$ cat config.mk
export PLATFORM = sky130hd
export DESIGN_NAME = fetch_queue_top
export DESIGN_NICKNAME = d
export VERILOG_FILES = /design/src/hw/fetch_front_pkg.sv /design/src/hw/iq_csr_pkg.sv /design/src/hw/iq_ctrl_if.sv /design/src/hw/fetch_filter.sv /design/src/hw/fetch_queue_top.sv /design/src/hw/inst_queue.sv /design/src/hw/iq_csr.sv
export SDC_FILE = /design/constraint.sdc
export NUM_CORES = 1
export LEC_CHECK = 0
export ABC_CLOCK_PERIOD_IN_PS = 35600
export BUFFER_PORTS_ARGS = -buffer_cell sky130_fd_sc_hd__buf_2
export CORE_UTILIZATION = 45
export CTS_BUF_LIST = sky130_fd_sc_hd__clkbuf_4 sky130_fd_sc_hd__clkbuf_8
export CTS_CLUSTER_SIZE = 8
export DETAILED_ROUTE_END_ITERATION = 10
export GPL_ROUTABILITY_DRIVEN = 0
export PLACE_DENSITY_LB_ADDON = 0.12
export SLEW_MARGIN = 25
export SYNTH_ARGS = -nofsm -noshare
export SYNTH_HDL_FRONTEND = slang
export SYNTH_SLANG_ARGS = --single-unit
export TNS_END_PERCENT = 20
$ cat constraint.sdc
create_clock -name clock -period 35.6 [get_ports clock]
set_input_delay 7.12 -clock clock [delete_from_list [all_inputs] [get_ports clock]]
set_output_delay 7.12 -clock clock [all_outputs]
set_load 0.005 [all_outputs]
$ cat src/hw/fetch_front_pkg.sv
`default_nettype none

package fetch_front_pkg;

	// Queue sizing
	localparam int IQ_DEPTH   = 8;
	localparam int IQ_COUNT_W = 4;                  // Holds 0 to IQ_DEPTH
	localparam int IQ_PTR_W   = $clog2(IQ_DEPTH);

	localparam int XLEN = 32;

	// Prediction record from the branch predictor, 35 bits
	typedef struct packed {
		logic            is_branch;
		logic            is_cond;
		logic            pred_taken;
		logic [XLEN-1:0] pred_target;
	} branch_info_t;

	// One queued instruction, 99 bits
	typedef struct packed {
		logic [XLEN-1:0] npc;    // Next PC
		logic [31:0]     inst;   // Raw instruction word
		branch_info_t    br;
	} inst_entry_t;

endpackage

`default_nettype wire

$ cat src/hw/iq_csr_pkg.sv
`default_nettype none

package iq_csr_pkg;

	// APB register offsets
	localparam logic [7:0] ADDR_CTRL        = 8'h00;
	localparam logic [7:0] ADDR_WATERMARK   = 8'h04;
	localparam logic [7:0] ADDR_STATUS      = 8'h08;
	localparam logic [7:0] ADDR_DUP_COUNT   = 8'h0C;
	localparam logic [7:0] ADDR_FLUSH_COUNT = 8'h10;

	// CTRL fields
	localparam int CTRL_W             = 2;
	localparam int CTRL_FILTER_EN_BIT = 0;
	localparam int CTRL_HOLD_BIT      = 1;

	// Filter on, dispatch not held
	localparam logic [CTRL_W-1:0] CTRL_RESET = 2'b01;

	// Watermark compares against occupancy, so same width
	localparam logic [fetch_front_pkg::IQ_COUNT_W-1:0] WATERMARK_RESET = 6;

	localparam int COUNTER_W = 16;   // Dup and flush counters

endpackage

`default_nettype wire

$ cat src/hw/iq_ctrl_if.sv
`default_nettype none

interface iq_ctrl_if;

	// Control from the register block
	logic                                  filter_en;
	logic                                  dispatch_hold;
	logic [fetch_front_pkg::IQ_COUNT_W-1:0] watermark;

	// Status from the data path
	logic [fetch_front_pkg::IQ_COUNT_W-1:0] occupancy;
	logic                                  dup_drop;   // One cycle per dropped fetch
	logic                                  flush;      // One cycle per mispredict

	modport csr (
		output filter_en, dispatch_hold, watermark,
		input  occupancy, dup_drop, flush
	);

	// Filter also watches flush to forget the last instruction
	modport filter_port (
		input  filter_en, flush,
		output dup_drop
	);

	modport queue_port (
		input  dispatch_hold, watermark,
		output occupancy, flush
	);

endinterface

`default_nettype wire

$ cat src/hw/fetch_filter.sv
`default_nettype none

module fetch_filter (
	input  logic                        clock,
	input  logic                        reset,
	input  logic                        fetch_valid,
	input  fetch_front_pkg::inst_entry_t fetch_entry,
	output logic                        fetch_ready,
	output logic                        enq_valid,
	input  logic                        enq_ready,
	iq_ctrl_if.filter_port              ctrl
);

	// Last accepted instruction
	logic        last_valid;
	logic [31:0] last_npc;
	logic [31:0] last_inst;

	logic dup_hit;
	logic fetch_fire;

	// Same npc and same word as the previous accepted fetch
	assign dup_hit = ctrl.filter_en & last_valid &
	                 (fetch_entry.npc == last_npc) &
	                 (fetch_entry.inst == last_inst);

	// Full queue stalls duplicates too, keeps fetch_ready tied to queue space
	assign fetch_ready = enq_ready;
	assign fetch_fire  = fetch_valid & enq_ready;

	assign enq_valid     = fetch_valid & ~dup_hit;
	assign ctrl.dup_drop = fetch_fire & dup_hit & ~ctrl.flush;

	always_ff @(posedge clock) begin
		if (reset) begin
			last_valid <= 1'b0;
		end else if (ctrl.flush) begin
			last_valid <= 1'b0;   // Fetch in the flush cycle is discarded
		end else if (fetch_fire) begin
			last_valid <= 1'b1;
		end
	end

	// Payload only, qualified by last_valid
	always_ff @(posedge clock) begin
		if (fetch_fire && !ctrl.flush) begin
			last_npc  <= fetch_entry.npc;
			last_inst <= fetch_entry.inst;
		end
	end

endmodule

`default_nettype wire

$ cat src/hw/fetch_queue_top.sv
`default_nettype none

module fetch_queue_top (
	input  logic                         clock,
	input  logic                         reset,

	// APB configuration port
	input  logic                         psel,
	input  logic                         penable,
	input  logic                         pwrite,
	input  logic [7:0]                   paddr,
	input  logic [31:0]                  pwdata,
	output logic [31:0]                  prdata,
	output logic                         pready,
	output logic                         pslverr,

	// From fetch
	input  logic                         fetch_valid,
	input  fetch_front_pkg::inst_entry_t fetch_entry,
	output logic                         fetch_ready,

	// To decode
	output logic                         deq_valid,
	output fetch_front_pkg::inst_entry_t deq_entry,
	input  logic                         dispatch_ready,

	input  logic                         branch_mispredict,
	output logic                         iq_almost_full
);

	iq_ctrl_if ctrl_if ();

	logic enq_valid;
	logic enq_ready;

	fetch_filter i_fetch_filter (
		.clock       (clock),
		.reset       (reset),
		.fetch_valid (fetch_valid),
		.fetch_entry (fetch_entry),
		.fetch_ready (fetch_ready),
		.enq_valid   (enq_valid),
		.enq_ready   (enq_ready),
		.ctrl        (ctrl_if.filter_port)
	);

	// Entry payload bypasses the filter, only valid is gated
	inst_queue i_inst_queue (
		.clock             (clock),
		.reset             (reset),
		.enq_valid         (enq_valid),
		.enq_entry         (fetch_entry),
		.enq_ready         (enq_ready),
		.deq_valid         (deq_valid),
		.deq_entry         (deq_entry),
		.dispatch_ready    (dispatch_ready),
		.branch_mispredict (branch_mispredict),
		.almost_full       (iq_almost_full),
		.ctrl              (ctrl_if.queue_port)
	);

	iq_csr i_iq_csr (
		.clock   (clock),
		.reset   (reset),
		.psel    (psel),
		.penable (penable),
		.pwrite  (pwrite),
		.paddr   (paddr),
		.pwdata  (pwdata),
		.prdata  (prdata),
		.pready  (pready),
		.pslverr (pslverr),
		.ctrl    (ctrl_if.csr)
	);

endmodule

`default_nettype wire

$ cat src/hw/inst_queue.sv
`default_nettype none

module inst_queue (
	input  logic                         clock,
	input  logic                         reset,
	input  logic                         enq_valid,
	input  fetch_front_pkg::inst_entry_t enq_entry,
	output logic                         enq_ready,
	output logic                         deq_valid,
	output fetch_front_pkg::inst_entry_t deq_entry,
	input  logic                         dispatch_ready,
	input  logic                         branch_mispredict,
	output logic                         almost_full,
	iq_ctrl_if.queue_port                ctrl
);

	fetch_front_pkg::inst_entry_t mem [fetch_front_pkg::IQ_DEPTH];

	logic [fetch_front_pkg::IQ_PTR_W-1:0]   head;
	logic [fetch_front_pkg::IQ_PTR_W-1:0]   tail;
	logic [fetch_front_pkg::IQ_COUNT_W-1:0] count;

	logic is_full;
	logic is_empty;
	logic do_enq;
	logic do_deq;

	// Wrap at IQ_DEPTH, works for any depth
	function automatic logic [fetch_front_pkg::IQ_PTR_W-1:0] ptr_inc(
		input logic [fetch_front_pkg::IQ_PTR_W-1:0] ptr
	);
		logic [fetch_front_pkg::IQ_PTR_W-1:0] last;
		last = fetch_front_pkg::IQ_PTR_W'(fetch_front_pkg::IQ_DEPTH - 1);
		if (ptr == last)
			ptr_inc = '0;
		else
			ptr_inc = ptr + 1'b1;
	endfunction

	assign is_full  = (count == fetch_front_pkg::IQ_COUNT_W'(fetch_front_pkg::IQ_DEPTH));
	assign is_empty = (count == '0);

	// Full is judged on current count, same-cycle dequeue does not reopen it
	assign enq_ready = ~is_full;
	assign deq_valid = ~is_empty & ~ctrl.dispatch_hold;
	assign deq_entry = mem[head];   // Head straight from storage

	// Mispredict discards both the offered fetch and any handover
	assign do_enq = enq_valid & enq_ready & ~branch_mispredict;
	assign do_deq = deq_valid & dispatch_ready & ~branch_mispredict;

	assign ctrl.flush     = branch_mispredict;
	assign ctrl.occupancy = count;
	assign almost_full    = (count >= ctrl.watermark);

	// Pointers and count
	always_ff @(posedge clock) begin
		if (reset || branch_mispredict) begin
			head  <= '0;
			tail  <= '0;
			count <= '0;
		end else begin
			if (do_enq)
				tail <= ptr_inc(tail);
			if (do_deq)
				head <= ptr_inc(head);

			case ({do_enq, do_deq})
				2'b10:   count <= count + 1'b1;
				2'b01:   count <= count - 1'b1;
				default: count <= count;   // Both or neither
			endcase
		end
	end

	// Entry storage
	always_ff @(posedge clock) begin
		if (do_enq)
			mem[tail] <= enq_entry;
	end

endmodule

`default_nettype wire

$ cat src/hw/iq_csr.sv
`default_nettype none

module iq_csr (
	input  logic        clock,
	input  logic        reset,
	input  logic        psel,
	input  logic        penable,
	input  logic        pwrite,
	input  logic [7:0]  paddr,
	input  logic [31:0] pwdata,
	output logic [31:0] prdata,
	output logic        pready,
	output logic        pslverr,
	iq_ctrl_if.csr      ctrl
);

	logic [iq_csr_pkg::CTRL_W-1:0]           ctrl_q;
	logic [fetch_front_pkg::IQ_COUNT_W-1:0]  watermark_q;
	logic [iq_csr_pkg::COUNTER_W-1:0]        dup_count;
	logic [iq_csr_pkg::COUNTER_W-1:0]        flush_count;

	logic access;
	logic wr_en;
	logic addr_hit;

	assign pready = 1'b1;   // No wait states
	assign access = psel & penable;
	assign wr_en  = access & pwrite;

	always_comb begin
		case (paddr)
			iq_csr_pkg::ADDR_CTRL,
			iq_csr_pkg::ADDR_WATERMARK,
			iq_csr_pkg::ADDR_STATUS,
			iq_csr_pkg::ADDR_DUP_COUNT,
			iq_csr_pkg::ADDR_FLUSH_COUNT: addr_hit = 1'b1;
			default:                      addr_hit = 1'b0;
		endcase
	end

	// STATUS is read only
	assign pslverr = access &
	                 (~addr_hit | (pwrite & (paddr == iq_csr_pkg::ADDR_STATUS)));

	// Read mux
	always_comb begin
		prdata = '0;
		if (psel && !pwrite) begin
			case (paddr)
				iq_csr_pkg::ADDR_CTRL:        prdata = 32'(ctrl_q);
				iq_csr_pkg::ADDR_WATERMARK:   prdata = 32'(watermark_q);
				iq_csr_pkg::ADDR_STATUS:      prdata = 32'(ctrl.occupancy);
				iq_csr_pkg::ADDR_DUP_COUNT:   prdata = 32'(dup_count);
				iq_csr_pkg::ADDR_FLUSH_COUNT: prdata = 32'(flush_count);
				default:                      prdata = '0;
			endcase
		end
	end

	// Control and watermark
	always_ff @(posedge clock) begin
		if (reset) begin
			ctrl_q      <= iq_csr_pkg::CTRL_RESET;
			watermark_q <= iq_csr_pkg::WATERMARK_RESET;
		end else if (wr_en) begin
			if (paddr == iq_csr_pkg::ADDR_CTRL)
				ctrl_q <= pwdata[iq_csr_pkg::CTRL_W-1:0];
			if (paddr == iq_csr_pkg::ADDR_WATERMARK)
				watermark_q <= pwdata[fetch_front_pkg::IQ_COUNT_W-1:0];
		end
	end

	// Saturating counters, any write clears
	always_ff @(posedge clock) begin
		if (reset) begin
			dup_count   <= '0;
			flush_count <= '0;
		end else begin
			if (wr_en && paddr == iq_csr_pkg::ADDR_DUP_COUNT)
				dup_count <= '0;   // Clear wins over a same-cycle pulse
			else if (ctrl.dup_drop && dup_count != '1)
				dup_count <= dup_count + 1'b1;

			if (wr_en && paddr == iq_csr_pkg::ADDR_FLUSH_COUNT)
				flush_count <= '0;
			else if (ctrl.flush && flush_count != '1)
				flush_count <= flush_count + 1'b1;
		end
	end

	assign ctrl.filter_en     = ctrl_q[iq_csr_pkg::CTRL_FILTER_EN_BIT];
	assign ctrl.dispatch_hold = ctrl_q[iq_csr_pkg::CTRL_HOLD_BIT];
	assign ctrl.watermark     = watermark_q;

endmodule

`default_nettype wire

==> impl_metrics.toml, run 1 <==
[route]
num_vias = 17828
first_pass_iters = 5
drc = 0
drtIter0Drc = 1107
vias_per_cell = 5.49
avgRoutedWirePerCell_um = 24.3
drt_wl_total_um = 78900
ant_nets = 0

[grt]
globalRoute.totalOverflow = 0
grt_usage_pct = 20.0
grt_max_degree = 100
antenna_found_initial = 14
grt_first_pass_wirelength_um = 119000
grt_pass1_vias = 19177

[sta]
setup_tns_ps = 0
final_hold_viol_count = 0
tightest_slew_ps = 992
clock_skew_ps = 34.1
rsz0062_at_grt = "no"
max-slew-margin-rel_pct = 33.8
setup_violations = 0
finalCritPeriodShare_pct = 45.9
hold_ws_ps = 475
final_max_slew_viol_count = 0
period_minus_slack_ps = 16330
max_freq_mhz = 61.2

[clock_network]
clock-sinks = 908
cts_htree_levels = 4
cts.clk_slew.worst_paths_ps = 50
clk_latency_ps = 780
cts_tree = "built"
cts-resized-gates = 0
hold_buffers = 0
post-cts-setup-buffer-count = 0
numCtsBuffers = 152
clock-root-buffer = "clkbuf_8"
clock_tree.buffer_depth = 3

[logic_synthesis]
syn_area_mm2 = 0.0357
syn_area_per_cell_um2 = 20.4
ys_types = 52
netlist_instances = 1746
ys_ff_latch = 908
ys.warnings.count = 0
synth_edf_count = 856
synth-main-ff-cell = "edfxtp_1"
synthArstFlopShare_pct = 0
seq_area_frac_synth_pct = 75.0

[floorplanning]
die_h_um = 284
core_area_mm2 = 0.0780
num_io_pins = 283
rows = 102
die_area_mm2 = 0.0804
initial_utilization_pct = 45.7
die_w_um = 284

[worst_setup_path]
critPathMaxStageDelay_ps = 590
crit_type = "in2out"
crit_family = "simple AND/OR/NAND/NOR gates"
critPathLaunchType = "input port"
cp_num_buf_inv = 2
path_cells = "buf_2, or4_1, nor3_2, and3_1, a22oi_1, nor2_1, buf_2"
worst-path-max-fanout = 14
cp.required_ps = 28480
cp.arrival_ps = 9210
crit_path_frequent_cell = "buf_2"
end_kind = "primary output"
crit_path_top_delay_cell = "and3_1"

[final_layout]
final_cell_mix = "edfxtp_1 (856), buf_2 (237), mux4_2 (200)"
final_common_cell = "edfxtp_1"
syn2layout_area_growth_pct = 15.1
final_nets = 2249
fin_area_mm2 = 0.0411
utilization_pct = 52.6
layout-drive-gt1-share_pct = 37.5

[placement]
placed_area_mm2 = 0.0381
hpwl_um = 44300
numPortBuffers = 237

[min_path]
hp-class = "reg2reg"

[power_and_ir_drop]
power.density_mw_per_mm2 = 52.2
p_leak_nw = 13.2
finalPower_mw = 2.14
vdd_drop_max_mv = 0.0306

[run_status]
outcome = "complete, no violations"

[job]
drv_cap = 0
## kinds of logic after synthesis
| group | share of synthesized area, % |
|---|---|
| other | 0.0211 |
| adder cells (fa/ha/maj) | 0.456 |
| multiplexers | 16.1 |
| XOR/XNOR | 1.50 |
| AND/OR/NAND/NOR | 4.20 |
| flip-flops | 75.0 |
| buffers and inverters | 1.38 |
| AO/OA/AOI/OAI | 1.36 |
## state kept, by name, summed over array words and instances, names as in the netlist, named ones only
name / count
i_fetch_filter.last_inst: 32
i_fetch_filter.last_npc: 32
i_fetch_filter.last_valid: 1
i_inst_queue.ctrl.occupancy: 4
i_inst_queue.head: 3
i_inst_queue.mem: 792
i_inst_queue.tail: 3
i_iq_csr.ctrl.watermark: 4
i_iq_csr.ctrl_q: 2
i_iq_csr.dup_count: 16
i_iq_csr.flush_count: 16
## synthesized netlist by cell type, drive strengths merged (17+ instances only)
cell type | number | area (um2)
a21oi | 27 | 135
buf | 49 | 272
clkbuf | 41 | 155
dfxtp | 52 | 1040
edfxtp | 856 | 25700
inv | 17 | 63.8
mux2 | 100 | 1130
mux4 | 200 | 4500
nand2 | 39 | 146
nand3 | 25 | 135
nor2 | 52 | 195
nor2b | 29 | 181
nor4 | 29 | 206
xor2 | 57 | 499
## final cells by class
| type | instances | area (um2) |
|---|---|---|
| well taps | 1040 | 1300 |
| multi-input cells | 746 | 8540 |
| fillers | 6261 | 36900 |
| diodes | 6 | 15.0 |
| clock buffers | 217 | 2610 |
| inverters | 17 | 63.8 |
| repair buffers | 264 | 1440 |
| flip-flops and latches | 908 | 26800 |
| clock inverters | 51 | 320 |
## where the power goes
group	switching [mW]	internal [mW]	leakage (nW)
combinational	0.0433	0.0266	3.46
clock	0.404	0.487	1.56
sequential	0.00356	1.18	8.18
total	0.451	1.69	13.2
## worst register-to-register path: stages (launching register included)
cell	delay [ps]
dfxtp_1	530
nor3_1	120
nand2_1	120
nand2_1	90
or2_1	250
inv_2	50
buf_4	640
nand2_1	650
nor4b_2	370
buf_4	780
buf_4	880
## path summary, 6_finish.rpt
| kind | from | endpoint | slack [ps] | depth (start not counted) |
|---|---|---|---|---|
| max | paddr[0] | prdata[13] | 19270 | 7 |
| min | i_inst_queue.head[1] | register | 480 | 2 |
| min reg2reg | i_inst_queue.head[1] | register | 480 | 2 |
| max reg2reg | i_inst_queue.ctrl.occupancy[1] | i_inst_queue.mem[5][11] | 30690 | 10 |
## per-layer routing
layer / up-vias / share of wire [%] / global-route usage [%]
li1: 7858 / - / -
met1: 9381 / 43 / 26.2
met2: 431 / 50 / 33.2
met3: 144 / 4.9 / 4.77
met4: 14 / 1.9 / 5.99
met5: - / 0.12 / 0
## per-stage QoR
step                instances  setup slack (ps)
finish                   3249             19270
global route             3245             19080
CTS                      3242             19050
detailed placement       2974             19050
global placement         2974             19090
floorplan                1761             15460
Power figures use the tool's default switching activity.
==> run 2, diff against run 1 <==
--- a/config.mk
+++ b/config.mk
@@ -5,7 +5,7 @@
 export SDC_FILE = /design/constraint.sdc
 export NUM_CORES = 1
 export LEC_CHECK = 0
-export ABC_CLOCK_PERIOD_IN_PS = 35600
+export ABC_CLOCK_PERIOD_IN_PS = 13800
 export BUFFER_PORTS_ARGS = -buffer_cell sky130_fd_sc_hd__buf_2
 export CORE_UTILIZATION = 45
 export CTS_BUF_LIST = sky130_fd_sc_hd__clkbuf_4 sky130_fd_sc_hd__clkbuf_8
==> constraint.sdc (replaced) <==
create_clock -name clock -period 13.8 [get_ports clock]
set_input_delay 2.76 -clock clock [delete_from_list [all_inputs] [get_ports clock]]
set_output_delay 2.76 -clock clock [all_outputs]
set_load 0.005 [all_outputs]
==> impl_metrics.toml, run 2 (synthesized netlist as in run 1, its figures left out) <==
[run_status]
outcome = "complete, no violations"

[worst_setup_path]
crit_path_top_delay_cell = "and3_1"
critPathLaunchType = "input port"
crit_path_frequent_cell = "buf_2"
critPathMaxStageDelay_ps = 590
r2r_start = "i_inst_queue.ctrl.occupancy[1]"
worst-path-max-fanout = 14
end_kind = "primary output"
ff2ff_path_depth = 10
rr_endpoint = "i_inst_queue.mem[6][3]"
crit_type = "in2out"
ff2ff_setup_slack_ps = 8870
cp.arrival_ps = 4860
cp.required_ps = 11040
path_cells = "buf_2, or4_1, nor3_2, and3_1, a22oi_1, nor2_1, buf_2"

[route]
drt_wl_total_um = 79100
num_vias = 17755
drc = 0
first_pass_iters = 5
vias_per_cell = 5.47
ant_nets = 0
avgRoutedWirePerCell_um = 24.4
drtIter0Drc = 1173

[sta]
final_hold_viol_count = 0
tightest_slew_ps = 1020
rsz0062_at_grt = "no"
max_freq_mhz = 131
period_minus_slack_ps = 7620
setup_violations = 0
max-slew-margin-rel_pct = 31.9
finalCritPeriodShare_pct = 55.2
clock_skew_ps = 33.3
fin_ws_ps = 6180
final_max_slew_viol_count = 0

[placement]
numPortBuffers = 237
dp_slack_ps = 5950
hpwl_um = 43800
placed_area_mm2 = 0.0381

[grt]
globalRoute.totalOverflow = 0
grt_usage_pct = 20.1
grt_pass1_vias = 19142
grt_first_pass_wirelength_um = 119000
antenna_found_initial = 15
grt_max_degree = 100

[clock_network]
clk_latency_ps = 800
cts.clk_slew.worst_paths_ps = 50
cts_tree = "built"
hold_buffers = 0
cts-resized-gates = 0
post-cts-setup-buffer-count = 0
clock-sinks = 908
clock-root-buffer = "clkbuf_8"
clock_tree.buffer_depth = 3
numCtsBuffers = 154
cts_htree_levels = 4

[min_path]
hold_path_depth = 2
min_to = "i_fetch_filter.last_valid"
hp-class = "reg2reg"
min_from = "i_fetch_filter.last_valid"

[final_layout]
final_cell_mix = "edfxtp_1 (856), buf_2 (237), mux4_2 (200)"
final_common_cell = "edfxtp_1"
top_regs = "i_inst_queue.mem: 792 flops, i_fetch_filter.last_inst: 32 flops, i_fetch_filter.last_npc: 32 flops"
layout-drive-gt1-share_pct = 37.3
syn2layout_area_growth_pct = 15.2
top_register = "i_inst_queue.mem"
largest_register_ff_count = 792
fin_area_mm2 = 0.0411
final_nets = 2248

[floorplanning]
core_area_mm2 = 0.0780
initial_utilization_pct = 45.7
die_w_um = 284
rows = 102
die_h_um = 284
num_io_pins = 283
die_area_mm2 = 0.0804

[power_and_ir_drop]
vdd_drop_max_mv = 0.0611
power.density_mw_per_mm2 = 135
p_leak_nw = 13.2

[job]
drv_cap = 0
[run 2: changes by cell type in the layout (fill, tap and decap cells not counted), sizes merged]
cell and change:
clkinvlp -2, inv -2, buf -3, clkbuf +6, diode -1, bufinv -1
[run 2: where the power goes]
group | internal (mW) | switching [mW] | total, mW
clock network | 1.28 | 1.04 | 2.32
logic | 0.0685 | 0.111 | 0.180
registers | 3.04 | 0.00939 | 3.05
[run 2: per-stage QoR]
stage	hold slack, ps	setup TNS [ps]	util, %	power, mW	cells
3_5_place_dp	463	0	48.8	3.29	2972
4_1_cts	478	0	52.6	5.63	3241
5_1_grt	508	0	52.7	5.76	3242
2_1_floorplan	437	-965360	-	3.20	1761
6_report	473	0	52.7	5.55	3246
3_3_place_gp	458	0	48.8	3.28	2972
[run 2: critical path: cells and delay by family]
kind / cells / cell delay [ps]
AO/OA/AOI/OAI: 1 / 140
buffers and inverters: 2 / 220
AND/OR/NAND/NOR: 4 / 1730
[run 2: worst max path at each step]
| stage | start | to | slack, ps | cells past startpoint |
|---|---|---|---|---|
| 4_1_cts | paddr[0] | prdata[2] | 5940 | 7 |
| 3_5_place_dp | paddr[0] | prdata[2] | 5950 | 7 |
| 5_1_grt | paddr[0] | prdata[6] | 6020 | 7 |
| 3_3_place_gp | paddr[0] | prdata[2] | 5990 | 7 |
| 2_1_floorplan | fetch_valid | i_inst_queue.mem[1][0] | -1980 | 6 |
| 6_report | paddr[0] | prdata[6] | 6180 | 7 |
[run 2: cell type report]
class | instances | area (um2)
antenna | 5 | 12.5
sequential | 908 | 26800
timing repair buffer | 261 | 1410
fill | 6288 | 36900
clock buffer | 223 | 2730
clock inverter | 46 | 268
tap | 1040 | 1300
inverter | 17 | 63.8
multi-input combinational | 746 | 8540
[run 2: per-layer routing]
layer	vias to the layer above	GRT usage [%]	part of all wire [%]
met1	9360	26.4	43
met3	120	4.29	4.6
met4	16	6.26	1.7
met5	-	0	0.12
li1	7851	-	-
met2	408	33.5	50
